==> config.mk <==
export PLATFORM = sky130hd
export DESIGN_NAME = gfx_clear_counter
export DESIGN_NICKNAME = d
export VERILOG_FILES = /design/src/design/gfx_mode_pkg.sv /design/src/design/gfx_clear_counter.sv
export SDC_FILE = /design/constraint.sdc
export NUM_CORES = 1
export LEC_CHECK = 0
export BUFFER_PORTS_ARGS = -buffer_cell sky130_fd_sc_hd__clkbuf_2
export CAP_MARGIN = 20
export CORE_MARGIN = 3
export CORE_UTILIZATION = 47
export DETAILED_ROUTE_END_ITERATION = 16
export PLACE_DENSITY = 0.77
export SYNTH_ARGS = -nofsm -noshare
export SYNTH_HDL_FRONTEND = slang
export SYNTH_SLANG_ARGS = --single-unit
==> constraint.sdc <==
create_clock -name video_clk -period 3.9 [get_ports video_clk]
set_input_delay 0.78 -clock video_clk [delete_from_list [all_inputs] [get_ports video_clk]]
set_output_delay 0.78 -clock video_clk [all_outputs]
set_load 0.05 [all_outputs]
==> src/design/gfx_mode_pkg.sv <==
package gfx_mode_pkg;

    // Pixel coordinate and video memory byte address
    typedef logic [15:0] coord_t;
    typedef logic [16:0] vaddr_t;

    // Codes taken from mode_control[2:0]
    typedef enum logic [2:0] {
        mode_640x480x2  = 3'd1,     // 1 bpp, two pages
        mode_640x480x4  = 3'd2,     // 2 bpp, one page
        mode_320x240x16 = 3'd3,     // 4 bpp, two pages
        mode_320x240x64 = 3'd4      // 8 bpp, one page
    } gfx_mode_e;

    // Geometry of the selected mode
    typedef struct packed {
        coord_t      width;
        coord_t      height;
        logic [3:0]  bits_per_pixel;
        logic        has_pages;
        vaddr_t      page_size;     // Bytes in one page
    } mode_geom_t;

endpackage

==> src/design/gfx_clear_counter.sv <==
`timescale 1ns/100ps

module gfx_clear_counter (
    input  logic                     video_clk,
    input  logic                     reset_n,
    input  logic                     clear_start,
    input  logic                     clear_step,
    input  gfx_mode_pkg::mode_geom_t geom,
    input  logic                     working_page,
    output gfx_mode_pkg::vaddr_t     clear_addr,
    output logic                     clear_last
);
    import gfx_mode_pkg::*;

    vaddr_t count;

    always_ff @(posedge video_clk or negedge reset_n) begin
        if (!reset_n)
            count <= '0;
        else if (clear_start)
            count <= '0;
        else if (clear_step)
            count <= count + 17'd1;
    end

    assign clear_last = (count == geom.page_size - 17'd1);
    assign clear_addr = (geom.has_pages && working_page) ? count + geom.page_size
                                                         : count;    // Page 1 sits above page 0

endmodule

Yosys cells after proc, flatten, opt, wreduce, memory -nomap -nowiden --
Index checks and enable logic that the tools add are counted.
Cells by class: add/subtract/negate cells 3, $mul 0, divide/modulo/power cells 0, $lt $le $gt $ge 0, equal/unequal tests 1, shift-type cells 0, muxes and demuxes 3, bitwise logic cells 0, reductions and logical operators 2
Operator list (count):
- $mux 17 | 3
- $add 17x1->17 const B | 1
- $add 17x17->17 | 1
- $eq 17x17->1 | 1
- $sub 17x1->17 const B | 1
- $reduce_bool 2->1 | 1
- $logic_and 1x1->1 | 1
Storage, ports and cells: bits in registers 17, bits in latches 0, memory bits (writable) 0, memory bits (read-only) 0, input bits 59, output and inout port bits 18, logic and storage cells 10, memories 0

Depth between registers and ports, before layout --
depth after elaboration 3, depth in mapped cells 8

Worst setup path after synthesis --
OpenSTA, ideal clock, no wires.
path type input-to-output, from input port geom[2] in the netlist's numbering, to output port clear_last, data arrival time 3816 ps, slack -696 ps, stages 8, buffers on the path 2, cells stage by stage or4_1 > buf_2 > or4_1 > buf_2 > a2111o_1 > a2111oi_2 > nand4_1 > nor4_2
Between the ends: longest elaborated chain between the ends 2
Ends and longest elaborated chain:
- start: declaration | line gfx_clear_counter.sv:8 | input gfx_mode_pkg::mode_geom_t geom,
- $sub 17x1->17 | line gfx_clear_counter.sv:26 | assign clear_last = (count == geom.page_size - 17'd1);
- $eq 17x17->1 | line gfx_clear_counter.sv:26
- end: declaration | line gfx_clear_counter.sv:11 | output logic clear_last
Every way passes these cells.

Final worst setup path --
Ends and elaborated chain as after synthesis.

==> impl_metrics.env <==
export IMPL_dp_hpwl_mm=4.738
export IMPL_setup_viol=1
export IMPL_skew_ns=0.006852
export IMPL_wl_per_cell_um=13.67
export IMPL_synth_main_ff_cell="dfrtp_1"
export IMPL_report_final_slew_viol_count=0
export IMPL_grt_total_usage_pct=19.63
export IMPL_nets=445
export IMPL_place_gp_congestion=0.9125
export IMPL_path_clk_slew_ns=0.07
export IMPL_grt_overflow_total=0
export IMPL_placed_area_um2=2796
export IMPL_max_cap_violations=0
export IMPL_syn_avg_cell_area_um2=7.519
export IMPL_synth_nets=395
export IMPL_pre_cts_ws_ns=-0.3162
export IMPL_failed_checks="setup timing"
export IMPL_synth_cell_type_count=51
export IMPL_grt_pass1_wl_mm=9.804
export IMPL_synthArstFlopShare_pct=100.0
export IMPL_max_freq_mhz=255.0
export IMPL_synth_cells_most_frequent="nand2_1 (34), nor2_1 (31), xor2_1 (26)"
export IMPL_r2r_setup_slack_ns=2.10
export IMPL_final_area_um2=2908
export IMPL_drtPass1Iterations=4
export IMPL_largest_register_ffs=17
export IMPL_synth_fa_ha_area_share_pct=10.29
export IMPL_reg_top3="count x17"
export IMPL_synth_largest_area_cell="dfrtp_1"
export IMPL_routed_wl_mm=5.919
export IMPL_cts_num_sinks=17
export IMPL_viasPerCell=5.716
export IMPL_drive_gt1_share_pct=22.13
export IMPL_initial_core_util_pct=49.48
export IMPL_synthXorXnorAreaFrac_pct=16.90
export IMPL_drt_iter0_drc=95
export IMPL_grt_use_met1_pct=27.45
export IMPL_synth_area_um2=2384
export IMPL_core_um2=4817
export IMPL_final_fill_count=456
export IMPL_synth_top_family_by_area="simple AND/OR/NAND/NOR gates"
export IMPL_cp_max_fo=2
export IMPL_globalRoute_busiestLayer="met2"
export IMPL_io_pins=77
export IMPL_powerDensity_nw_per_um2=171.5
export IMPL_synth_compound_area_share_pct=20.89
export IMPL_grt_max_degree=27
export IMPL_crit_path_end_kind="output pin"
export IMPL_crit_type="in -> out"
export IMPL_fp_dieH_um=77.22
export IMPL_rsz0062_at_grt="true"
export IMPL_final_antenna_net_count=0
export IMPL_floorplan_rows=25
export IMPL_muxShareOfSynthArea_pct=2.992
export IMPL_hold_class="in -> async"
export IMPL_relSlewSlack_pct=71.60
export IMPL_ir_drop_v=0.0002177
export IMPL_synth_edff_count=0
export IMPL_yosys_top_cells_area="dfrtp_1 (18%), xor2_1 (9.6%), ha_1 (9.4%)"
export IMPL_drcViolationCount=0
export IMPL_area_growth_pct=21.99
export IMPL_synth_cells=317
export IMPL_arrival_ns=3.14
export IMPL_timing_rr_end="count[13]"
export IMPL_cts_tree="done"
export IMPL_finalCritPeriodShare_pct=100.6
export IMPL_worst_pin_slew_ns=0.4215
export IMPL_layout_min_cycle_time_ns=3.922
export IMPL_synthSimpleGateAreaFrac_pct=27.35
export IMPL_setup_ws_ns=-0.02189
export IMPL_grt_antenna_before_repair=0
export IMPL_port_buffer_count=40
export IMPL_critPathRequiredTime_ns=3.12
export IMPL_synth_top_cell_area_share_pct=17.85
export IMPL_whs_ns=0.4532
export IMPL_clock_latency_ns=0.25
export IMPL_grt_util_met2_pct=32.56
export IMPL_grt_pass1_vias=2160
export IMPL_clockBufferDepth=2
export IMPL_r2r_cells=6
export IMPL_num_vias=2475
export IMPL_fp_dieArea_um2=5962
export IMPL_r2r_start="count[3]"
export IMPL_h_tree_depth=1
export IMPL_run_status="complete, but fails checks"
export IMPL_synth_warnings=0
export IMPL_synth_seq_cells=17
export IMPL_hold_viol_final=0
export IMPL_fp_dieW_um=77.22
export IMPL_top_register="count"
export IMPL_numCtsBuffers=3
export IMPL_cts_root_buffer="clkbuf_8"
export IMPL_leakage_nw=1.317
export IMPL_crit_path_start_kind="input pin"
export IMPL_dp_cells=427
export IMPL_yosysMostFrequentCell="nand2_1"
export IMPL_final_util_pct=60.36
export IMPL_gr_usage_met3_pct=0.8216
export IMPL_final_cells=433
export IMPL_n_antenna_cell=0
export IMPL_ys_seq_area_share_pct=17.85
area by class of cell:
type	count	area (um2)	share of cell area (%)
multi-input combinational	277	1928	66.31
sequential	17	425.4	14.63
timing repair buffer	61	399.1	13.73
tap	67	83.83	2.883
clock buffer	4	45.04	1.549
inverter	7	26.28	0.9036
worst max path at each step:
stage / start / endpoint / slack [ns]
after floorplan: geom[2] / clear_last / -0.43
after global placement: geom[2] / clear_last / -0.31
after detailed placement: geom[2] / clear_last / -0.32
after CTS: geom[2] / clear_last / -0.05
after global routing: geom[2] / clear_last / -0.12
final: geom[2] / clear_last / -0.02
stage by stage:
step	power [mW]	TNS, ns
after floorplan	0.3013	-0.4287
after global placement	0.3613	-0.3208
after detailed placement	0.3642	-0.3334
after CTS	0.4972	-0.05094
after global routing	0.5260	-0.1157
final	0.4987	-0.02189
critical path, cell delays in order:
cell and delay [ns]:
buf_6 0.09, or4_4 0.54, or4_4 0.44, a2111o_1 0.37, a2111oi_2 0.29, nand4_1 0.20, nor4_4 0.25, buf_12 0.18
layer usage:
layer | wire length [um] | part of all wire, %
met1 | 2863 | 48
met2 | 2751 | 46
met3 | 191 | 3.2
met4 | 112 | 1.9
met5 | 0 | 0
cells in the final DEF (no fill, tap or decap), drive strengths merged, types with 3 or more instances in the layout:
master,instances
o21ai,23
nand3,9
o21a,3
o21bai,3
nor3,10
clkbuf,41
nor2,31
and3,7
nor2b,3
dfrtp,17
nor3b,4
a211oi,4
nand2,34
nand4,8
buf,24
inv,7
nor4,3
o31ai,4
xnor2,20
xor2,26
a21oi,15
a21o,7
mux2i,6
or4,4
or2,4
ha,18
power by group:
part | internal (mW) | switching [mW] | total (mW)
clock network | 0.0725 | 0.0577 | 0.130
registers | 0.178 | 0.00509 | 0.184
logic | 0.0706 | 0.114 | 0.185
logic make-up (layout without fill, tap and decap cells):
kind of cell	Yosys count	count (layout)
xor gates and xnor gates	46	46
and+or+nand+nor	129	129
muxes	7	7
adders and majority gates	19	19
DFF	17	17
AOI/OAI and AO/OA	76	76
buffers and inverters	23	72
repair_timing:
| action | 4_1_cts | 5_1_grt |
|---|---|---|
| buffers inserted | 0 | 2 |
| hold buffers | 0 | 0 |
| resized for setup | 3 | 10 |
| pin swaps | 4 | 4 |
| setup endpoints to repair | 2 | 3 |
Power figures use the tool's default switching activity.
