<file path="config.mk">
export PLATFORM = sky130hd
export DESIGN_NAME = gfx_cursor
export DESIGN_NICKNAME = d
export VERILOG_FILES = /design/src/design/gfx_mode_pkg.sv /design/src/design/gfx_cursor.sv
export SDC_FILE = /design/constraint.sdc
export NUM_CORES = 1
export LEC_CHECK = 0
export ABC_AREA = 0
export ABC_CLOCK_PERIOD_IN_PS = 5000
export BUFFER_PORTS_ARGS = -buffer_cell sky130_fd_sc_hd__buf_2
export CORE_ASPECT_RATIO = 0.6
export CORE_MARGIN = 4
export CORE_UTILIZATION = 57
export CTS_BUF_LIST = sky130_fd_sc_hd__clkbuf_8
export DETAILED_ROUTE_END_ITERATION = 12
export GPL_TIMING_DRIVEN = 0
export HOLD_SLACK_MARGIN = 0.12
export PLACE_DENSITY = 0.92
export SLEW_MARGIN = 10
export SYNTH_ARGS = -nofsm -noshare
export SYNTH_HDL_FRONTEND = slang
export SYNTH_SLANG_ARGS = --single-unit
</file>
<file path="constraint.sdc">
create_clock -name video_clk -period 5 [get_ports video_clk]
set_input_delay 1.5 -clock video_clk [delete_from_list [all_inputs] [get_ports video_clk]]
set_output_delay 1.5 -clock video_clk [all_outputs]
set_load 0.05 [all_outputs]
</file>
<file path="src/design/gfx_mode_pkg.sv">
package gfx_mode_pkg;

    // Pixel coordinate and video memory byte address
    typedef logic [15:0] coord_t;
    typedef logic [16:0] vaddr_t;

    // Codes taken from mode_control[2:0]
    typedef enum logic [2:0] {
        mode_640x480x2  = 3'd1,     // 1 bpp, two pages
        mode_640x480x4  = 3'd2,     // 2 bpp, one page
        mode_320x240x16 = 3'd3,     // 4 bpp, two pages
        mode_320x240x64 = 3'd4      // 8 bpp, one page
    } gfx_mode_e;

    // Geometry of the selected mode
    typedef struct packed {
        coord_t      width;
        coord_t      height;
        logic [3:0]  bits_per_pixel;
        logic        has_pages;
        vaddr_t      page_size;     // Bytes in one page
    } mode_geom_t;

endpackage

</file>
<file path="src/design/gfx_cursor.sv">
`timescale 1ns/100ps

module gfx_cursor (
    input  logic                     video_clk,
    input  logic                     reset_n,
    input  logic                     cursor_load,
    input  gfx_mode_pkg::coord_t     load_x,
    input  gfx_mode_pkg::coord_t     load_y,
    input  logic                     cursor_advance,
    input  logic                     cursor_home,
    input  gfx_mode_pkg::mode_geom_t geom,
    output gfx_mode_pkg::coord_t     cursor_x,
    output gfx_mode_pkg::coord_t     cursor_y
);
    import gfx_mode_pkg::*;

    coord_t base_x, base_y;

    // Position that an advance starts from
    assign base_x = cursor_load ? load_x : cursor_x;
    assign base_y = cursor_load ? load_y : cursor_y;

    always_ff @(posedge video_clk or negedge reset_n) begin
        if (!reset_n) begin
            cursor_x <= '0;
            cursor_y <= '0;
        end else if (cursor_home) begin
            cursor_x <= '0;
            cursor_y <= '0;
        end else if (cursor_advance) begin
            if (base_x == geom.width - 16'd1) begin   // End of line
                cursor_x <= '0;
                cursor_y <= (base_y == geom.height - 16'd1) ? '0 : base_y + 16'd1;
            end else begin
                cursor_x <= base_x + 16'd1;
                cursor_y <= base_y;
            end
        end else if (cursor_load) begin
            cursor_x <= load_x;
            cursor_y <= load_y;
        end
    end

endmodule

</file>
After elaboration in Yosys (flattened, before gate mapping)
Index checks and enable logic that the tools add are counted.
Widths: inputs -> output; s select.

storage, ports and cells
  bits of input ports = 91
  flip-flop bits (word level) = 32
  logic and storage cells = 17
  output and inout bits = 32

cells by class
  equality and inequality tests = 2
  add/subtract/negate cells = 4
  muxes and demuxes = 9

operator list
  cell                   count
  $mux 16                9
  $add 16x1->16 const B  2
  $eq 16x16->1           2
  $sub 16x1->16 const B  2

Logic depth before layout (Yosys ltp)
  word-level depth = 6
  mapped depth = 12
  gate-level depth less buffers = 10

Worst setup path before layout
OpenSTA, ideal clock, no wires.

  path type = input to register
  from = input port cursor_load
  to = register cursor_y[12]
  path slack = 1.153 ns
  stages on the path = 10
  arrival time = 3.715 ns
  required time = 4.868 ns
  setup time = 0.132 ns
  path buffers = 2
  cell sequence = buf_6 buf_6 mux2i_1 and3b_1 o31ai_1 nand4_1 nor4_2 nand4_2 o21ai_2 nor3_1

between the ends
  word-level cells in the longest chain between the ends = 6
  elaborated cells between the ends (all ways) = 9
  classes of those cells = add/sub (1); eq/ne (2); mux (6)

RTL lines
  what                                           line              text
  from (decl)                                    gfx_cursor.sv:6   input logic cursor_load,
  $mux 16                                        n/a
  $add 16x1->16 or $eq 16x16->1 (tied branches)  gfx_cursor.sv:33  cursor_y <= (base_y == geom.height - 16'd1) ? '0 : base_y + 16'd1;
  $mux 16                                        gfx_cursor.sv:33
  $mux 16                                        gfx_cursor.sv:31  if (base_x == geom.width - 16'd1) begin
  $mux 16 (*)                                    gfx_cursor.sv:30  end else if (cursor_advance) begin
  $mux 16 (*)                                    gfx_cursor.sv:27  end else if (cursor_home) begin
  to (signal assigned)                           gfx_cursor.sv:33
  to (signal assigned)                           gfx_cursor.sv:36  cursor_y <= base_y;
  to (signal assigned)                           gfx_cursor.sv:40  cursor_y <= load_y;
  to (decl)                                      gfx_cursor.sv:13  output gfx_mode_pkg::coord_t cursor_y

Mark *: on every way between the ends. The rest lies on a longest branch, timed or not.

Worst setup path in the final report
  from = input port cursor_load
  to = register cursor_y[5]

The elaborated chain is that of the path after synthesis.

==> flow_metrics.env <==
export IMPL_vias=3851
export IMPL_maxCapViolations=0
export IMPL_p_seq_share_pct=32.8
export IMPL_clkTransAtPathRegs_ps=70
export IMPL_syn_avg_cell_area_um2=8.51
export IMPL_cp_arrival_ps=4620
export IMPL_grt_pass1_wl_mm=17.5
export IMPL_finalClockSkew_ps=6.81
export IMPL_synth_seq_cells=32
export IMPL_synth_area_um2=3580
export IMPL_post_drt_wl_per_cell_um=18.3
export IMPL_cts_path_max_buffers=2
export IMPL_drv_slew=0
export IMPL_run_status="finished, final reports clean"
export IMPL_irDropWorstVdd_mv=0.136
export IMPL_switching_power_w=0.000366
export IMPL_n_antenna_cell=0
export IMPL_cts_buffers=5
export IMPL_hpwl_mm=9.06
export IMPL_grt_pass1_vias=3545
export IMPL_initial_core_util_pct=58.7
export IMPL_ys_warn_count=0
export IMPL_gp_congestion=0.943
export IMPL_setup_tns_ps=0
export IMPL_hp_class="reg -> reg"
export IMPL_path_cells="buf_6 > mux2i_1 > xnor2_1 > o22ai_1 > a211o_1 > a2111oi_2 > nand4_2 > o21ai_2 > nor3_1"
export IMPL_die_w_um=110
export IMPL_place_ws_ps=458
export IMPL_final_net_count=620
export IMPL_firstDrtPassIters=7
export IMPL_powerDensity_nw_per_um2=208
export IMPL_yosys_most_used_dff="dfrtp_1"
export IMPL_avgViaCountPerCell=6.31
export IMPL_dp_cells=602
export IMPL_p_sw_share_pct=41.3
export IMPL_yosysUniqueCellTypes=75
export IMPL_area_growth_pct=19.1
export IMPL_critical_path_slowest_cell="a2111oi_2"
export IMPL_io_pins=123
export IMPL_route_detailed_drc=0
export IMPL_final_setup_worst_slack_ps=552
export IMPL_worst_slew_pin_slew_ps=788
export IMPL_layout_drive_gt1_share_pct=27.0
export IMPL_synth_cells=421
export IMPL_relSlewSlack_pct=47.1
export IMPL_synthArstFlopShare_pct=100
export IMPL_numClockSinks=32
export IMPL_final_common_cell="buf_2"
export IMPL_cts_tree="done"
export IMPL_drt_initial_drc_count=399
export IMPL_die_area_um2=7660
export IMPL_fp_row_count=22
export IMPL_synth_edf_count=0
export IMPL_critPathKind="in -> reg"
export IMPL_hold_viol=0
export IMPL_cts_root_buf="clkbuf_8"
export IMPL_combPwrFrac_pct=43.1
export IMPL_fmaxAchievable_mhz=225
export IMPL_ctsResizeCount=0
export IMPL_drt_wl_total_mm=11.2
export IMPL_layout_cells_non_filler=610
export IMPL_critPathLaunchType="primary input"
export IMPL_cts_setup_buffers=0
export IMPL_cp_required_ps=5170
export IMPL_p_leak_nw=1.79
export IMPL_grt_max_degree=33
export IMPL_htree_levels=2
export IMPL_p_int_w=0.000521
export IMPL_slowest_delay_ps=670
export IMPL_most_common_layout_cells="buf_2 (99), nor2_1 (46), xnor2_1 (34)"
export IMPL_synthesis_nets=516
export IMPL_cp_top_family="compound AO/OA/AOI/OAI gates"
export IMPL_clk_latency_ps=290
export IMPL_core_um2=6110
export IMPL_grt_usage_pct=28.7
export IMPL_ys_seq_area_share_pct=22.3
export IMPL_period_minus_slack_ps=4450
export IMPL_worstPathMaxFanout=9
export IMPL_die_y_um=69.4
export IMPL_cp_num_buf_inv=1
export IMPL_rsz0062_at_grt="no"
export IMPL_worstSetupEndpointType="flop"
export IMPL_antenna_found_initial=0
export IMPL_clkPwrFrac_pct=24.2
export IMPL_postRouteAntennaNets=0
export IMPL_finalSetupViolCount=0
export IMPL_finalCritPeriodShare_pct=89.0
export IMPL_io_buffers=97
export IMPL_grt_remaining_overflow=0
export IMPL_ctsHoldBuffers=0
-- tightest hold or removal path, cell delays in order, from the launching register on --
cell	delay (ps)
dfrtp_1	370
mux2i_1	100
o22ai_1	160
-- cell families after synthesis --
logic type | share of synthesized area (%)
mux | 12.8
simple gates | 30.3
fa+ha+maj | 1.40
flops | 22.3
xor+xnor | 13.2
compound gates | 16.3
buf+inv | 3.73
-- power groups by stage --
| stage | registers (W) | clock network (W) | logic, W |
|---|---|---|---|
| 3_3_place_gp | 0.000294 | 0 | 0.000365 |
| 4_1_cts | 0.000291 | 0.000214 | 0.000376 |
| 5_1_grt | 0.000293 | 0.000228 | 0.000408 |
| 2_1_floorplan | 0.000360 | 0 | 0.000197 |
| 3_5_place_dp | 0.000295 | 0 | 0.000374 |
| 6_report | 0.000291 | 0.000214 | 0.000382 |
-- cell type report --
| class | count | area (µm²) |
|---|---|---|
| clock buffer | 6 | 82.6 |
| clock inverter | 2 | 10.0 |
| inverter | 11 | 41.3 |
| sequential | 32 | 801 |
| multi-input combinational | 364 | 2650 |
| fill | 503 | 1840 |
| tap | 84 | 105 |
| timing repair buffer | 97 | 485 |
| buffer | 14 | 92.6 |
-- per-stage QoR --
stage | hold WS, ps | area [µm²] | total power [W] | util (%)
3_5_place_dp | 669 | 4180 | 0.000670 | 68.3
6_report | 683 | 4270 | 0.000887 | 69.8
5_1_grt | 722 | 4270 | 0.000929 | 69.8
4_1_cts | 685 | 4270 | 0.000881 | 69.8
2_1_floorplan | 924 | 3580 | 0.000556 | -
3_3_place_gp | 667 | 4180 | 0.000660 | 68.3
-- flip-flops by register name, indices dropped and copies added, names as in the netlist --
signal    count
cursor_x     16
cursor_y     16
-- layer usage --
metal  track usage, %  share of wire, %
met1             44.5                45
met2             39.0                40
met3             9.12                14
met4             4.51               1.3
met5                0                 0
-- synth_stat cells (all sizes together), types with 4 or more instances --
library cell | number | area [µm²]
nand2b | 4 | 25.0
o21ai | 8 | 43.8
a21oi | 13 | 65.1
xor2 | 20 | 175
o21a | 4 | 30.0
nand2 | 26 | 97.6
nor4 | 13 | 124
nand4 | 13 | 103
mux2i | 33 | 403
a31oi | 11 | 68.8
dfrtp | 32 | 801
buf | 9 | 73.8
or4 | 4 | 30.0
inv | 11 | 41.3
nand3 | 13 | 70.1
clkbuf | 5 | 18.8
nor3 | 26 | 140
xnor2 | 34 | 298
or3 | 8 | 50.1
ha | 4 | 50.1
o31ai | 4 | 30.0
mux2 | 5 | 56.3
nor2 | 46 | 173
nor3b | 5 | 37.5
nand3b | 5 | 37.5
nor2b | 5 | 31.3
-- worst paths after layout --
check | startpoint | endpoint | slack (ps) | cells after the start
setup reg to reg | cursor_y[9] | cursor_y[5] | 1640 | 8
min in group asynchronous | reset_n | cursor_y[9] | 1260 | 1
hold / removal | cursor_y[14] | cursor_y[14] | 680 | 2
hold reg to reg | cursor_y[14] | cursor_y[14] | 680 | 2
max in group asynchronous | reset_n | cursor_x[12] | 3260 | 1
setup / recovery | cursor_load | cursor_y[5] | 550 | 9
Power figures use the tool's default switching activity.
