**src/design/gfx_mode_pkg.sv**
```systemverilog
package gfx_mode_pkg;

    // Pixel coordinate and video memory byte address
    typedef logic [15:0] coord_t;
    typedef logic [16:0] vaddr_t;

    // Codes taken from mode_control[2:0]
    typedef enum logic [2:0] {
        mode_640x480x2  = 3'd1,     // 1 bpp, two pages
        mode_640x480x4  = 3'd2,     // 2 bpp, one page
        mode_320x240x16 = 3'd3,     // 4 bpp, two pages
        mode_320x240x64 = 3'd4      // 8 bpp, one page
    } gfx_mode_e;

    // Geometry of the selected mode
    typedef struct packed {
        coord_t      width;
        coord_t      height;
        logic [3:0]  bits_per_pixel;
        logic        has_pages;
        vaddr_t      page_size;     // Bytes in one page
    } mode_geom_t;

endpackage

```
**src/design/gfx_pixel_addr.sv**
```systemverilog
`timescale 1ns/100ps

module gfx_pixel_addr (
    input  logic [7:0]               mode_control,
    input  gfx_mode_pkg::coord_t     x,
    input  gfx_mode_pkg::coord_t     y,
    output gfx_mode_pkg::mode_geom_t geom,
    output gfx_mode_pkg::vaddr_t     pixel_addr,
    output logic [2:0]               bit_pos,
    output logic                     in_bounds
);
    import gfx_mode_pkg::*;

    logic [31:0] linear;
    logic [31:0] byte_off;
    vaddr_t      page_off;

    // Mode decode: width, height, bpp, pages, page size
    always_comb begin
        case (gfx_mode_e'(mode_control[2:0]))
            mode_640x480x2:  geom = '{16'd640, 16'd480, 4'd1, 1'b1, 17'd38400};
            mode_640x480x4:  geom = '{16'd640, 16'd480, 4'd2, 1'b0, 17'd76800};
            mode_320x240x16: geom = '{16'd320, 16'd240, 4'd4, 1'b1, 17'd38400};
            mode_320x240x64: geom = '{16'd320, 16'd240, 4'd8, 1'b0, 17'd76800};
            default:         geom = '{16'd640, 16'd480, 4'd1, 1'b0, 17'd38400};
        endcase
    end

    assign in_bounds = (x < geom.width) && (y < geom.height);

    always_comb begin
        linear = 32'(y) * 32'(geom.width) + 32'(x);
        case (geom.bits_per_pixel)
            4'd1: begin
                byte_off = linear >> 3;
                bit_pos  = 3'd7 - x[2:0];           // Leftmost pixel in the MSB
            end
            4'd2: begin
                byte_off = linear >> 2;
                bit_pos  = 3'd6 - {x[1:0], 1'b0};
            end
            4'd4: begin
                byte_off = linear >> 1;
                bit_pos  = x[0] ? 3'd0 : 3'd4;      // Even x in the high nibble
            end
            default: begin
                byte_off = linear;
                bit_pos  = 3'd0;
            end
        endcase
        page_off   = (geom.has_pages && mode_control[4]) ? geom.page_size : '0;
        pixel_addr = page_off + byte_off[16:0];
    end

endmodule

```
**config.mk**
```make
export PLATFORM = sky130hd
export DESIGN_NAME = gfx_pixel_addr
export DESIGN_NICKNAME = d
export VERILOG_FILES = /design/src/design/gfx_mode_pkg.sv /design/src/design/gfx_pixel_addr.sv
export SDC_FILE = /design/constraint.sdc
export NUM_CORES = 1
export LEC_CHECK = 0
export ABC_AREA = 1
export ABC_CLOCK_PERIOD_IN_PS = 15280
export BUFFER_PORTS_ARGS = -buffer_cell sky130_fd_sc_hd__buf_2
export CAP_MARGIN = 15
export CORE_MARGIN = 5
export CORE_UTILIZATION = 54
export DETAILED_ROUTE_END_ITERATION = 7
export GPL_TIMING_DRIVEN = 1
export PLACE_DENSITY = 0.88
export RECOVER_POWER = 25
export SLEW_MARGIN = 10
export SYNTH_ARGS = -nofsm -noshare
export SYNTH_HDL_FRONTEND = slang
export SYNTH_SLANG_ARGS = --single-unit
```
**constraint.sdc**
```tcl
create_clock -name vclk -period 15.28
set_input_delay 4.584 -clock vclk [all_inputs]
set_output_delay 4.584 -clock vclk [all_outputs]
set_load 0.005 [all_outputs]
```
# Yosys cells after proc, flatten, opt, wreduce, memory -nomap -nowiden

Index checks and enable logic that the tools add are counted.

Register bits after elaboration: 0
Bits in latches: 0
Bits in writable memories: 0
Memory bits (read-only): 0
Bits of input ports: 40
Output and inout port bits: 75
Logic and storage cells: 21
Memories: 0

$add $sub $neg: 4
$mul: 1
Divide/modulo/power cells: 0
Magnitude comparators: 2
Equality and inequality tests: 7
Shift-type cells: 0
Multiplexer cells: 5
Bitwise operators: 0
Reduce and logical (&&, ||, !) cells: 2

Operators by type and width:

| kind                                                 | number |
|---|---|
| one-hot mux 48 bit (4 select lines)                  | 1 |
| one-hot mux 17 bit (3 select lines)                  | 1 |
| < comparator 16 bit                                  | 2 |
| adder 20 x 16 -> 20 bit                              | 1 |
| multiplier 16 x 10 -> 20 bit                         | 1 |
| adder 17 bit                                         | 1 |
| 2-to-1 mux 17 bit                                    | 1 |
| one-hot mux 3 bit (3 select lines)                   | 1 |
| equality test 3 x 2 -> 1 bit (second input constant) | 2 |
| subtractor 3 bit (first input constant)              | 2 |
| equality test 4 x 1 -> 1 bit (second input constant) | 1 |
| equality test 4 x 2 -> 1 bit (second input constant) | 1 |
| equality test 4 x 3 -> 1 bit (second input constant) | 1 |
| equality test 3 x 1 -> 1 bit (second input constant) | 1 |
| equality test 3 bit (second input constant)          | 1 |
| 2-to-1 mux 3 bit                                     | 1 |
| logical AND 1 bit                                    | 2 |

# Longest topological paths before layout

Word-level depth: 6
Gate-level depth with buffers: 37
Depth with buffers taken out: 35

# Worst setup path before layout

No wires, ideal clock.

Path kind: input to output
Start point: input mode_control[1]
End point: output pixel_addr[16]
Arrival: 9754 ps
Data required time: 10696 ps
Setup slack: 942 ps
Cell stages on the path: 36
Path buffers: 2
Cells stage by stage: nor2_2 nand2_4 nand2_2 buf_6 buf_2 nor2_1 inv_1 fa_1 fa_1 inv_1 ha_1 fa_1 ha_1 inv_1 fa_1 inv_1 nand3_1 nand3_1 nand2_1 nand3_1 nand2_1 nand2_1 o2111ai_1 o21ai_0 inv_1 ha_1 a21oi_1 nand2_1 a21o_1 a21oi_1 nor2_1 nand3_1 nand2_1 inv_1 nand2_1 nand2_1

Cells in the longest elaborated chain, start to end: 6
Elaborated cells on any way between the ends: 14
Those cells by class: add/sub (2); mul (1); eq/ne (7); mux (3); reduce/logical (1)

RTL lines:

| item                                        | RTL line             | RTL |
|---|---|---|
| start, declared                             | gfx_pixel_addr.sv:4  | `input logic [7:0] mode_control,` |
| equality test 3 bit (tied with other cells) | gfx_pixel_addr.sv:20 | `case (gfx_mode_e'(mode_control[2:0]))` |
| one-hot mux 48 bit (4 select lines) *       | gfx_pixel_addr.sv:20 |  |
| multiplier 16 x 10 -> 20 bit                | gfx_pixel_addr.sv:32 | `linear = 32'(y) * 32'(geom.width) + 32'(x);` |
| adder 20 x 16 -> 20 bit                     | gfx_pixel_addr.sv:32 |  |
| one-hot mux 17 bit (3 select lines)         | gfx_pixel_addr.sv:33 | `case (geom.bits_per_pixel)` |
| adder 17 bit *                              | gfx_pixel_addr.sv:52 | `pixel_addr = page_off + byte_off[16:0];` |
| end, declared                               | gfx_pixel_addr.sv:8  | `output gfx_mode_pkg::vaddr_t pixel_addr,` |

Every way passes the cells marked *; elsewhere a longest branch is shown, timed or not.

# Final worst setup path

Start point: input mode_control[1]
End point: output pixel_addr[15]

Same word-level chain as after synthesis.

==> impl_metrics.tcl <==
set metrics [dict create \
    run_status "complete, but fails checks" \
    failed_checks "capacitance limit, slew limit" \
    period_minus_slack_ns 14.91 \
    worst_pin_slew_ns 1.625 \
    design.final.nets 669 \
    drt_drc_violations_left 0 \
    num_vias 3067 \
    synth_adder_area_share_pct 38.65 \
    setup_repair_after_global_routing_missed_its_margin "no" \
    crit_path_max_fanout 9 \
    grt_total_ovfl 0 \
    synth.top_cell.area_share_pct 20.79 \
    synth_seq_area_share_pct 0 \
    min-delay-path-class "in2out" \
    syn-cell-area_um2 3251 \
    critical_path.max_stage_delay_ns 0.52 \
    worstPathBufferInverterCount 8 \
    gp_congestion 0.9353 \
    finalWirelength_um 7584 \
    die_height_um 87.59 \
    leakagePower_nw 2.194 \
    max_freq_mhz 67.07 \
    final.hold.worst_slack_ns 9.434 \
    yosysWarningCount 0 \
    ir_worst_vdd_v 0.0001700 \
    path_class "in2out" \
    coreArea_um2 5886 \
    final_min_period_over_clock_period_pct 97.58 \
    dpl.hpwl_um 6738 \
    launch_point_of_the_worst_hold_path "x[0]" \
    grt_pass1_vias 2861 \
    area_fraction_in_compound_gates_after_synthesis_pct 9.430 \
    antenna-diode-count 0 \
    grt_max_degree 18 \
    maxCapViolCount 1 \
    all_layer_gr_usage_pct 18.79 \
    drt-wirelength-per-cell_um 12.25 \
    synth_top_family_by_area "adder cells" \
    wire_length_of_the_first_global_routing_pass_um 12180 \
    crit_path_start_kind "input port" \
    synth_largest_area_cell "sky130_fd_sc_hd__ha_1" \
    hold_viol 0 \
    area_delta_synth_final_pct 8.430 \
    timing.setup.tns_ns 0 \
    synth.lib_cells_used.distinct 43 \
    synthCells 482 \
    crit_family "adder cells" \
    synthMuxAreaShare_pct 0 \
    relSlewSlack_pct -9.192 \
    data_required_time_of_the_worst_path_ns 10.70 \
    grt_antenna_before_repair 0 \
    critical_path.startpoint "mode_control[1]" \
    dieArea_um2 7671 \
    power_per_cell_area_nw_per_um2 138.7 \
    synth-simple-area-share_pct 26.37 \
    rows 28 \
    postRouteAntennaNets 0 \
    dr.first_iter.drc_count 131 \
    cp_slowest_cell "sky130_fd_sc_hd__fa_1" \
    post_cts_buffers 0 \
    drive_gt1_share_pct 18.57 \
    final_cell_mix "sky130_fd_sc_hd__nand2_1, sky130_fd_sc_hd__inv_1, sky130_fd_sc_hd__buf_2" \
    setup-violations-final 0 \
    netlist_top_cells_area "sky130_fd_sc_hd__ha_1, sky130_fd_sc_hd__fa_1, sky130_fd_sc_hd__nand2_1" \
    boundaryPins 115 \
    initial_core_util_pct 55.23 \
    vias_per_cell 4.955 \
    synth.avg_cell_area_um2 6.744 \
    die_width_um 87.59 \
    clkbuf_count 0 \
    arrival_ns 10.33 \
    final_max_slew_viol_count 15 \
    port-buffer-count 74 \
    synthXorXnorAreaFrac_pct 2.425 \
    register_area_um2 0 \
    seq_cell_count 0 \
    end_kind "primary output" \
    final_common_cell "sky130_fd_sc_hd__nand2_1" \
    drt-pass1-iter-count 4 \
]
-- metal layers --
layer | part of all wire, % | vias up | GRT usage, %
met5 | 0 | - | 0
met4 | 0.33 | 0 | 1.395
met1 | 43 | 1412 | 25.14
met2 | 51 | 81 | 34.73
met3 | 5.5 | 4 | 0.9407
li1 | - | 1570 | -
-- logic make-up after synthesis --
| family | count (synthesis) |
|---|---|
| simple gates | 193 |
| buf+inv | 148 |
| fa+ha+maj | 83 |
| compound gates | 47 |
| xor+xnor | 9 |
| other cells | 2 |
-- area by class of cell --
cell class                      count  area, um^2
Timing Repair Buffer               78       400.4
Tap cell                           75       93.84
Multi-Input combinational cell    371        2674
Inverter                           95       356.6
Fill cell                         598        2361
-- tightest hold or removal path: cells and delay by family --
kind,cells,cell delay [ns]
buffers and inverters,2,0.23
and+or+nand+nor,1,0.05
-- metrics by stage --
step	std cells	util (%)	cell area, um^2	worst slack [ns]	total power, mW
2_1_floorplan	519	-	3390	0.9422	0.3567
3_3_place_gp	619	59.40	3496	0.3924	0.4524
3_5_place_dp	619	59.40	3496	0.2068	0.4712
4_1_cts	619	59.40	3496	0.2027	0.4757
5_1_grt	619	59.89	3525	0.01314	0.5569
6_report	619	59.89	3525	0.3696	0.4888
-- cell usage after synthesis, types with 2 or more instances --
cell	number
sky130_fd_sc_hd__ha_1	54
sky130_fd_sc_hd__nand3_1	30
sky130_fd_sc_hd__nor4_1	2
sky130_fd_sc_hd__a22oi_1	7
sky130_fd_sc_hd__xnor2_1	4
sky130_fd_sc_hd__conb_1	2
sky130_fd_sc_hd__o2111ai_1	2
sky130_fd_sc_hd__nand4_1	5
sky130_fd_sc_hd__clkbuf_1	2
sky130_fd_sc_hd__xor2_1	5
sky130_fd_sc_hd__nor3_1	3
sky130_fd_sc_hd__nand2_1	103
sky130_fd_sc_hd__buf_4	45
sky130_fd_sc_hd__a21oi_1	13
sky130_fd_sc_hd__a32oi_1	2
sky130_fd_sc_hd__nand2_4	2
sky130_fd_sc_hd__fa_1	29
sky130_fd_sc_hd__nand2_2	3
sky130_fd_sc_hd__o211ai_1	2
sky130_fd_sc_hd__o21ai_0	8
sky130_fd_sc_hd__o22ai_1	2
sky130_fd_sc_hd__nor2_1	37
sky130_fd_sc_hd__a21o_1	3
sky130_fd_sc_hd__buf_6	2
sky130_fd_sc_hd__o221ai_1	2
sky130_fd_sc_hd__buf_2	4
sky130_fd_sc_hd__inv_1	91
sky130_fd_sc_hd__inv_2	3
-- timing repair --
action	4_1_cts	5_1_grt
resized for setup	0	10
hold buffers	0	0
setup endpoints to repair	0	4
-- power by group --
group	total (mW)	internal, mW	switching (mW)	leakage [nW]
registers	0	0	0	0
clock network	0	0	0	0
logic	0.489	0.200	0.289	2.19
-- final timing paths --
kind | end | slack [ns] | cells past startpoint
min | bit_pos[0] | 9.43 | 3
max | pixel_addr[15] | 0.37 | 30
Note: power is estimated with default switching activity, not from simulation.
