--- config.mk ---
export PLATFORM = sky130hd
export DESIGN_NAME = gfx_pixel_merge
export DESIGN_NICKNAME = d
export VERILOG_FILES = /design/src/design/gfx_mode_pkg.sv /design/src/design/gfx_pixel_merge.sv
export SDC_FILE = /design/constraint.sdc
export NUM_CORES = 1
export LEC_CHECK = 0
export BUFFER_PORTS_ARGS = -buffer_cell sky130_fd_sc_hd__buf_4
export CORE_ASPECT_RATIO = 0.75
export CORE_MARGIN = 5
export CORE_UTILIZATION = 47
export DETAILED_ROUTE_END_ITERATION = 8
export HOLD_SLACK_MARGIN = 0.05
export MAX_ROUTING_LAYER = met4
export PLACE_DENSITY_LB_ADDON = 0.3
export SLEW_MARGIN = 40
export SYNTH_ARGS = -nofsm -noshare
export SYNTH_HDL_FRONTEND = slang
export SYNTH_SLANG_ARGS = --single-unit
--- constraint.sdc ---
create_clock -name video_clk -period 2.1 [get_ports video_clk]
set_input_delay 0.21 -clock video_clk [delete_from_list [all_inputs] [get_ports video_clk]]
set_output_delay 0.21 -clock video_clk [all_outputs]
set_load 0.02 [all_outputs]
--- src/design/gfx_mode_pkg.sv ---
package gfx_mode_pkg;

    // Pixel coordinate and video memory byte address
    typedef logic [15:0] coord_t;
    typedef logic [16:0] vaddr_t;

    // Codes taken from mode_control[2:0]
    typedef enum logic [2:0] {
        mode_640x480x2  = 3'd1,     // 1 bpp, two pages
        mode_640x480x4  = 3'd2,     // 2 bpp, one page
        mode_320x240x16 = 3'd3,     // 4 bpp, two pages
        mode_320x240x64 = 3'd4      // 8 bpp, one page
    } gfx_mode_e;

    // Geometry of the selected mode
    typedef struct packed {
        coord_t      width;
        coord_t      height;
        logic [3:0]  bits_per_pixel;
        logic        has_pages;
        vaddr_t      page_size;     // Bytes in one page
    } mode_geom_t;

endpackage

--- src/design/gfx_pixel_merge.sv ---
`timescale 1ns/100ps

module gfx_pixel_merge (
    input  logic                     video_clk,
    input  logic                     reset_n,
    input  logic                     rmw_capture,
    input  logic                     extract_capture,
    input  logic [7:0]               ram_rdata,
    input  logic [2:0]               bit_pos,
    input  gfx_mode_pkg::mode_geom_t geom,
    input  logic [7:0]               pixel_value,
    output logic [7:0]               merged_byte,
    output logic [7:0]               result_pixel
);
    logic [8:0] wide_mask;
    logic [7:0] field_mask;

    // One field of bits_per_pixel ones, 8 bpp gives the whole byte
    assign wide_mask  = (9'd1 << geom.bits_per_pixel) - 9'd1;
    assign field_mask = wide_mask[7:0];

    // Insert the new pixel into the byte just read
    always_ff @(posedge video_clk) begin
        if (rmw_capture)
            merged_byte <= (ram_rdata & ~(field_mask << bit_pos))
                         | ((pixel_value & field_mask) << bit_pos);
    end

    // Pixel returned by GET_PIXEL_AT
    always_ff @(posedge video_clk or negedge reset_n) begin
        if (!reset_n)
            result_pixel <= 8'h00;
        else if (extract_capture)
            result_pixel <= (ram_rdata >> bit_pos) & field_mask;
    end

endmodule

## Word level (Yosys, flattened, before mapping)

Index checks and enable logic that the tools add are counted.

- Bits in registers: 16
- Bits of input ports: 77
- Output and inout port bits: 16
- Word-level logic and storage cells: 12

- Add/sub/neg operators: 1
- Shift operators: 4
- Bitwise logic cells: 5

Operators with widths:

| cell | count |
|---|---|
| $and 8x8->8 | 3 |
| $shl 8x3->8 | 2 |
| $not 8->8 | 1 |
| $or 8x8->8 | 1 |
| $shl 1x4->8 const A | 1 |
| $shr 8x3->8 | 1 |
| $sub 8x1->8 const B | 1 |

## Longest topological paths before layout

Gate-level depths: netlist of the first run.

- Depth in word-level cells: 6
- Mapped depth: 10
- Mapped depth without buffers: 8

## Least setup slack after synthesis of the first run

No wires, ideal clock.

- Path type: input port to flip-flop
- Start: input geom[19] (netlist bit)
- End: register merged_byte[4] (data pin)
- Library setup time: 0.268 ns
- Data arrival time: 2.028 ns
- Required time: 1.832 ns
- Slack: -0.196 ns
- Stages: 9
- Path buffers: 2
- Path through: buf_6 nor4_2 inv_2 ha_1 clkbuf_1 xnor2_1 mux2_4 o211ai_2 o211ai_1

- Cells in the longest elaborated chain, start to end: 6
- Elaborated cells on any way between the ends: 8
- Those cells by class: 1 x add/sub; 3 x shift; 4 x bitwise

Ends and longest elaborated chain:

| what | line | source |
|---|---|---|
| from (decl) | gfx_pixel_merge.sv:10 | `input gfx_mode_pkg::mode_geom_t geom,` |
| $shl 1x4->8 (*) | gfx_pixel_merge.sv:19 | `assign wide_mask = (9'd1 << geom.bits_per_pixel) - 9'd1;` |
| $sub 8x1->8 (*) | gfx_pixel_merge.sv:19 |  |
| $shl 8x3->8 | gfx_pixel_merge.sv:25 | `merged_byte <= (ram_rdata & ~(field_mask << bit_pos))` |
| $not 8->8 | gfx_pixel_merge.sv:25 |  |
| $and 8x8->8 | gfx_pixel_merge.sv:25 |  |
| $or 8x8->8 (*) | gfx_pixel_merge.sv:26 | `\| ((pixel_value & field_mask) << bit_pos);` |
| to (signal assigned) | gfx_pixel_merge.sv:25 |  |
| to (decl) | gfx_pixel_merge.sv:12 | `output logic [7:0] merged_byte,` |

Every way passes the cells marked *; elsewhere a longest branch is shown, timed or not.
A chain may end at the register's enable or synchronous reset.

## Worst setup path in the final report of the first run

- Start: input geom[19] (netlist bit)
- End: register merged_byte[6] (data pin)

Same word-level chain as after synthesis.

==> results of run 1 <==
[power by group through the flow]
| stage | clock network (mW) | logic, mW | registers, mW |
|---|---|---|---|
| 2_1_floorplan | 0 | 0.201 | 0.427 |
| 3_3_place_gp | 0 | 0.391 | 0.384 |
| 3_5_place_dp | 0 | 0.400 | 0.387 |
| 4_1_cts | 0.252 | 0.403 | 0.381 |
| 5_1_grt | 0.264 | 0.434 | 0.383 |
| 6_report | 0.248 | 0.405 | 0.380 |
[through the flow]
step | util [%] | instances | setup WS (ns)
after floorplan | - | 182 | 0.001340
after global placement | 60.68 | 258 | -0.05490
after detailed placement | 60.68 | 258 | -0.1476
after CTS | 62.39 | 263 | 0.1241
after global routing | 62.39 | 263 | 0.001227
final | 62.39 | 263 | 0.07700
[worst max-delay path, stage by stage]
cell and delay [ns]:
buf_4 0.13, nor4_4 0.30, inv_2 0.09, ha_4 0.21, and2_4 0.17, nor2_1 0.14, o21ai_0 0.14, o311ai_0 0.46
a32oi_1 0.14
[synthesized netlist by cell type, types with 5 or more instances]
library cell / instances / area share [%]
edfxtp_1: 8 / 16
mux2i_1: 9 / 5.9
nand2_1: 15 / 3.7
dfrtp_1: 8 / 13
inv_1: 10 / 2.4
nor2_1: 13 / 3.2
nand3_1: 9 / 2.9
o21ai_1: 5 / 1.6
o211ai_1: 6 / 2.9
clkbuf_1: 5 / 1.2
a21oi_1: 10 / 3.3
nor3_1: 8 / 2.6
buf_2: 7 / 2.3
o21ai_0: 12 / 3.9
[state kept, by name (all words and copies together) (netlist names)]
signal / flops
merged_byte: 8
result_pixel: 8
[routing by layer]
metal	routed length, um	GRT usage, %	vias up
met1	2068	29.11	760
li1	-	-	764
met3	388	4.711	9
met2	2227	33.54	92
met5	0	-	-
met4	63	5.237	0
[layout make-up]
type / instances / area share, %
tap: 40 / 2.491
sequential: 16 / 21.92
clock buffer: 4 / 2.242
timing repair buffer: 53 / 19.93
multi-input combinational: 138 / 51.18
inverter: 12 / 2.242
[cells in the final DEF (no fill, tap or decap), drive strengths merged, types with 2 or more instances in the layout]
| cell | instances |
|---|---|
| o31a | 3 |
| dfrtp | 8 |
| nor2b | 4 |
| o21ai | 17 |
| clkbuf | 4 |
| nor3 | 8 |
| o21a | 3 |
| mux2 | 5 |
| o211ai | 7 |
| mux4 | 4 |
| edfxtp | 8 |
| nand3 | 9 |
| o22ai | 3 |
| nand2 | 15 |
| nand2b | 3 |
| mux2i | 9 |
| buf | 52 |
| nor2 | 13 |
| a211oi | 2 |
| inv | 12 |
| a21oi | 10 |
[cell families after synthesis]
| logic type | count (synthesis) |
|---|---|
| AND/OR/NAND/NOR | 59 |
| multiplexers | 18 |
| adder cells (fa/ha/maj) | 1 |
| XOR/XNOR | 1 |
| flip-flops | 16 |
| AO/OA/AOI/OAI | 59 |
| buffers and inverters | 28 |
[worst min path at each step]
stage | slack (ns) | endpoint | depth (start not counted) | from
2_1_floorplan | -0.09 | result_pixel[0] | 0 | reset_n
3_3_place_gp | 0.03 | result_pixel[7] | 1 | reset_n
3_5_place_dp | 0.03 | result_pixel[4] | 1 | reset_n
4_1_cts | 0.24 | merged_byte[4] | 1 | rmw_capture
5_1_grt | 0.24 | merged_byte[0] | 1 | rmw_capture
6_report | 0.23 | merged_byte[0] | 1 | rmw_capture
==> metrics.md, run 1 <==
| Metric | Value |
|---|---|
| Insertion delay to the later sink of the worst-skew pair | `0.25 ns` |
| Number of instances in the synthesized netlist | `182` |
| Area after DPL | `around 2000 sq um` |
| Cell area after synthesis | `roughly 1500 sq um` |
| Relative max-transition margin | `about two thirds` |
| Sw Share | `between 30 and 40%` |
| Sequential-to-total area share from yosys stat | `between 20 and 30%` |
| Critical path startpoint | `geom[19]` |
| Post-CTS setup buffer count | `0` |
| Final std cell area, no fill | `between 2000 and 2500 sq um` |
| Height of the chip | `between 50 and 60 um` |
| Setup repair after global routing missed its margin | `false` |
| Portion of total power attributed to the clock network | `24.0%` |
| Power density over the cells | `a little over 500 nW/um^2` |
| Area fraction in and, or, nand and nor cells after synthesis | `between 10% and 20%` |
| Count of final max-slew check failures | `0` |
| Setup TNS | `0 ns` |
| Number of antenna violations at the first check in global routing | `0` |
| Highest clock rate | `0.4943 GHz` |
| Power Internal | `just under 700 uW` |
| Share of synthesized cell area in full adder, half adder and majority cells | `0.8137%` |
| Detail-routed net length per standard cell | `roughly 18 um` |
| Data arrival time at the worst-slack endpoint | `2.00 ns` |
| Max cap viols | `0` |
| Area taken by flip-flops and latches | `approximately 440 sq um` |
| Fin Hold WS | `0.2325 ns` |
| Parity-gate share of the synthesized area counting xor and xnor cells | `less than 1%` |
| Post-synth cell types | `approximately 50` |
| Share of the synthesized area in compound gates (AO/OA/AOI/OAI) | `about a quarter` |
| Clock buffer count from CTS | `3` |
| Die ar. | `between 4000 and 5000 sq um` |
| CTS max path bufs | `2` |
| IO Port Bufs | `42` |
| Clock slew at reported path FFs | `about 0.07 ns` |
| GRT Resource Usage Total | `~22%` |
| Resize count post-CTS | `0` |
| CTS tree | `yes` |
| Routability congestion estimate | `0.9093` |
| Post-CTS Hold Fix Bufs | `1` |
| Overall power | `1.033 mW` |
| Share of power burned in registers | `36.8%` |
| Depth of the most critical reg-to-reg path | `1` |
| Post-route clock skew | `0 ns` |
| Initial DRC Count | `about 130` |
| Multiplexer share of the synthesized area | `between 10% and 20%` |
| Flop2flop setup slack | `about 1.3 ns` |
| Area growth from synthesis to final layout | `30.68%` |
| Post-DR vias/cell | `6.179` |
| Leak pwr | `around 0.84 nW` |
| VDD IR-drop max | `about 0.00035 V` |
| Clock root buffer | `clkbuf_8` |
| Path category of the worst min-delay check | `input pin to flop` |
| Total of flip-flops plus latches after synthesis | `16` |
| Fin crit period | `about 2.0 ns` |
| Critical Path RT | `2.07 ns` |
| Dominant combinational cell family by area after synthesis | `compound AO/OA/AOI/OAI gates` |
| Number of antenna diodes | `0` |
| Effective utilization at floorplan | `between 40% and 50%` |
| Clock tree sinks | `16` |
| Setup Viol. Count Final | `0` |
| Overall routed net length | `roughly 4700 um` |
| Total grt overflow | `0` |
| Status | `complete, no violations` |
| Critical setup path kind | `input pin to flop` |
| Post-synth EDFFs | `8` |
| Filler Cells Inserted | `284` |
| First-pass GRT wire length | `~7600 um` |
| Iteration count of the initial detailed-routing pass | `4` |
| IO Pins | `between 90 and 100` |
| Ratio of cells with drive above 1 in the final layout | `around a third` |
| Site Rows | `18` |
| FFs w/ async S/R, synth | `about half` |
| Prevailing post-synth register cell | `edfxtp_1` |
| Pin count of the biggest net entering global routing | `37` |
| Yosys warning total | `0` |
| Number of global-route vias before repair | `roughly 1500` |
| Area of the multi-input gates | `around 1000 sq um` |
| Switching Power | `~350 uW` |
| # H-tree levels | `1` |
| Period utilisation layout | `96.33%` |
| Startpoint of the lowest-slack register-to-register path | `result_pixel[2]` |
| Launching element type of the critical path | `input pin` |
| Worst-margin pin slew | `0.4886 ns` |
| Endpoint of the most critical register-to-register path | `result_pixel[2]` |
| Net count of the finished layout | `just over 300` |
| Termination of the worst setup path | `merged_byte[6]` |
| Half-perimeter wire length after detailed placement | `approximately 3600 um` |
| Highest fanout seen on the critical path | `5` |
| Critical path capture point type | `flop` |
| Combinational Power Share | `39.2%` |
| Die width | `about 76 um` |
| Count of nets left with antenna violations after detail routing | `0` |
| Placeable core region | `about 3200 sq um` |
| Synthesized net count | `260` |
| Average instance area after synthesis | `roughly 8.4 sq um` |
| Drc violations | `0` |
| Number of hold-slack violations in the final timing report | `0` |
| Total via count in the routed design | `~1600` |
No activity file was read; power rests on OpenSTA's default activity.
==> inputs of run 2 (changes only) <==
--- a/config.mk
+++ b/config.mk
@@ -7,8 +7,8 @@
 export LEC_CHECK = 0
 export BUFFER_PORTS_ARGS = -buffer_cell sky130_fd_sc_hd__buf_4
 export CORE_ASPECT_RATIO = 0.75
-export CORE_MARGIN = 5
-export CORE_UTILIZATION = 47
+export CORE_MARGIN = 10
+export CORE_UTILIZATION = 44
 export DETAILED_ROUTE_END_ITERATION = 8
 export HOLD_SLACK_MARGIN = 0.05
 export MAX_ROUTING_LAYER = met4
==> constraint.sdc (replaced) <==
create_clock -name video_clk -period 2.3 [get_ports video_clk]
set_input_delay 0.23 -clock video_clk [delete_from_list [all_inputs] [get_ports video_clk]]
set_output_delay 0.23 -clock video_clk [all_outputs]
set_load 0.02 [all_outputs]
==> run 2 against run 1 <==
Compared with the run above:
- critical path type unchanged
- sequential power shrank 8.9%
- via count grew 0.18%
- total power is 6.7% lower
- critical endpoint unchanged
- critical path depth increased by 1
==> metrics.md, run 2 (synthesized netlist as in run 1, its figures left out) <==
| Metric | Value |
|---|---|
| Status | `complete, no violations` |
| Highest fanout seen on the critical path | `4 (-1)` |
| Number of antenna diodes | `0 (unchanged)` |
| Data arrival time at the worst-slack endpoint | `2.05 ns (+0.05 ns)` |
| Critical path capture point type | `flop` |
| Most Frequent Cell on Critical Path | `buf_4` |
| Sw Share | `32.51% (-1.4 points)` |
| GRT Max-Usage Layer | `met2` |
| Path category of the worst min-delay check | `input pin to flop` |
| Post-CTS setup buffer count | `0 (unchanged)` |
| Half-perimeter wire length after detailed placement | `3475 um (-4.3%)` |
| Power density over the cells | `484.8 nW/um^2 (-5.7%)` |
| Period utilisation layout | `between 80% and 90%` |
| Met2 demand-to-capacity share in global routing | `21.22% (-12 points)` |
| Clock root buffer | `clkbuf_8` |
| Grt met1 use | `20.79% (-8.3 points)` |
| Insertion delay to the later sink of the worst-skew pair | `0.25 ns (about the same)` |
| Clock tree sinks | `16 (unchanged)` |
| Die ar. | `6284 sq um (+39%)` |
| Effective utilization at floorplan | `46.13% (-1.6 points)` |
| Final standard cell count with taps included and fillers excluded | `266 (+1.1%)` |
| Final design utilization | `59.68% (-2.7 points)` |
| Ratio of cells with drive above 1 in the final layout | `32.30% (-0.43 points)` |
| Total via count in the routed design | `1628 (+0.18%)` |
| Switching Power | `313.6 uW (-10%)` |
| Initial DRC Count | `258 (+100%)` |
| # H-tree levels | `1 (unchanged)` |
| Bufs and invs on worst path | `3 (+1)` |
| Height of the chip | `71.20 um (+20%)` |
| Count of final max-slew check failures | `0 (unchanged)` |
| Portion of total power attributed to the clock network | `26.8% (+2.8 points)` |
| Total grt overflow | `0 (unchanged)` |
| Number of antenna violations at the first check in global routing | `0 (unchanged)` |
| Placed cells | `261 (+1.2%)` |
| Detail-routed net length per standard cell | `17.06 um (-5.5%)` |
| Site Rows | `18 (unchanged)` |
| Largest delay share family, worst path | `simple AND/OR/NAND/NOR gates` |
| Final std cell area, no fill | `1989 sq um (-1.0%)` |
| IO Port Bufs | `42 (unchanged)` |
| Fin Hold WS | `0.2533 ns (+0.02084 ns)` |
| Number of global-route vias before repair | `1554 (+1.2%)` |
| IO Pins | `93 (unchanged)` |
| Clock buffer count from CTS | `3 (unchanged)` |
| Iteration count of the initial detailed-routing pass | `4 (unchanged)` |
| Setup slack after placement | `-0.03785 ns (+0.1098 ns)` |
| Resize count post-CTS | `0 (unchanged)` |
| Relative max-transition margin | `60.99% (-6.0 points)` |
| Routability congestion estimate | `0.8905 (-2.1%)` |
| First-pass GRT wire length | `7541 um (-0.65%)` |
| Setup Viol. Count Final | `0 (unchanged)` |
| Ordered cell list for the critical path | `buf_4 -> nor4_2 -> inv_2 -> ha_1 -> and2_1 -> nor2_1 -> o21ai_0 -> o311ai_0 -> buf_4 -> a32oi_1` |
| Critical Path RT | `2.30 ns (+0.23 ns)` |
| Commonest cells after routing, fill and taps aside | `buf_4 (55), nand2_1 (15), nor2_1 (13), o21ai_0 (12)` |
| Crit path largest cell delay | `0.37 ns (-0.09 ns)` |
| Combinational Power Share | `37.4% (-1.8 points)` |
| Pin count of the biggest net entering global routing | `37 (unchanged)` |
| Net count of the finished layout | `305 (+0.99%)` |
| Count of nets left with antenna violations after detail routing | `0 (unchanged)` |
| Power Internal | `651.0 uW (-4.7%)` |
| Number of hold-slack violations in the final timing report | `0 (unchanged)` |
| Area growth from synthesis to final layout | `29.37%` |
| CTS tree | `yes` |
| Critical setup path kind | `input pin to flop` |
| CTS max path bufs | `2 (unchanged)` |
| Overall routed net length | `4537 um (-4.4%)` |
| Max cap viols | `0 (unchanged)` |
| Slowest cell on the critical path | `o311ai_0` |
| Worst-margin pin slew | `0.5704 ns (+0.08181 ns)` |
| Final worst setup slack | `0.2462 ns (+0.1692 ns)` |
| VDD IR-drop max | `0.0003700 V (+6.1%)` |
| Setup repair after global routing missed its margin | `false` |
| GRT met3 Usage | `4.577% (-0.13 points)` |
| Clock slew at reported path FFs | `0.07 ns (about the same)` |
| Post-route clock skew | `0 ns (unchanged)` |
| Area after DPL | `1924 sq um (-1.5%)` |
| Leak pwr | `0.8516 nW (+1.2%)` |
| Highest clock rate | `about 0.49 GHz` |
| GRT Resource Usage Total | `15.19% (-6.4 points)` |
| Largest registers in the final layout | `merged_byte (8), result_pixel (8)` |
| Drc violations | `0 (unchanged)` |
| Share of power burned in registers | `35.8% (-1.0 points)` |
| Post-DR vias/cell | `6.120 (-0.95%)` |
| Most common cell after layout, fill and taps aside | `buf_4` |
| Fin crit period | `roughly 2 ns` |
| Launching element type of the critical path | `input pin` |
| Placeable core region | `3333 sq um (+3.5%)` |
| Die width | `88.26 um (+16%)` |
[run 2: changes by cell type in the layout (fill, tap and decap cells not counted), sizes merged]
cell	change
buf	+3
[run 2: final cells by class]
| class | instances | area, sq um |
|---|---|---|
| multi-input cells | 138 | 975.9 |
| fillers | 292 | 1344 |
| flip-flops and latches | 16 | 440.4 |
| inverters | 12 | 45.04 |
| clock buffers | 4 | 55.05 |
| repair buffers | 56 | 422.9 |
| well taps | 40 | 50.05 |
[run 2: worst paths after layout]
check,start,to,slack (ns),depth (start not counted)
max,geom[20],merged_byte[6],0.25,10
min,rmw_capture,merged_byte[0],0.25,1
max reg2reg,result_pixel[1],result_pixel[1],1.55,1
min reg2reg,result_pixel[2],result_pixel[2],0.52,1
max in group asynchronous,reset_n,result_pixel[2],1.86,2
min in group asynchronous,reset_n,result_pixel[4],0.32,2
[run 2: power groups by stage]
stage | Clock, mW | Sequential, mW | Combinational, mW
3_5_place_dp | 0 | 0.351 | 0.355
5_1_grt | 0.274 | 0.351 | 0.391
3_3_place_gp | 0 | 0.351 | 0.354
2_1_floorplan | 0 | 0.390 | 0.173
4_1_cts | 0.258 | 0.346 | 0.359
6_report | 0.258 | 0.346 | 0.361
[run 2: per-stage QoR]
stage	power (mW)	TNS, ns
detailed placement	0.7069	-0.03785
global route	1.015	0
finish	0.9645	0
global placement	0.7046	-0.02965
CTS	0.9632	0
floorplan	0.5627	0
[run 2: per-layer routing]
layer / vias up / routed length, um / share of wire (%)
met5: - / 0 / 0
met4: 0 / 51 / 1.1
met3: 10 / 422 / 9.3
met2: 86 / 2033 / 45
met1: 759 / 2029 / 45
li1: 773 / - / -
[run 2: timing repair]
action,in CTS,in global routing
setup endpoints to repair,0,0
hold endpoints to repair,8,0
hold buffers,1,0
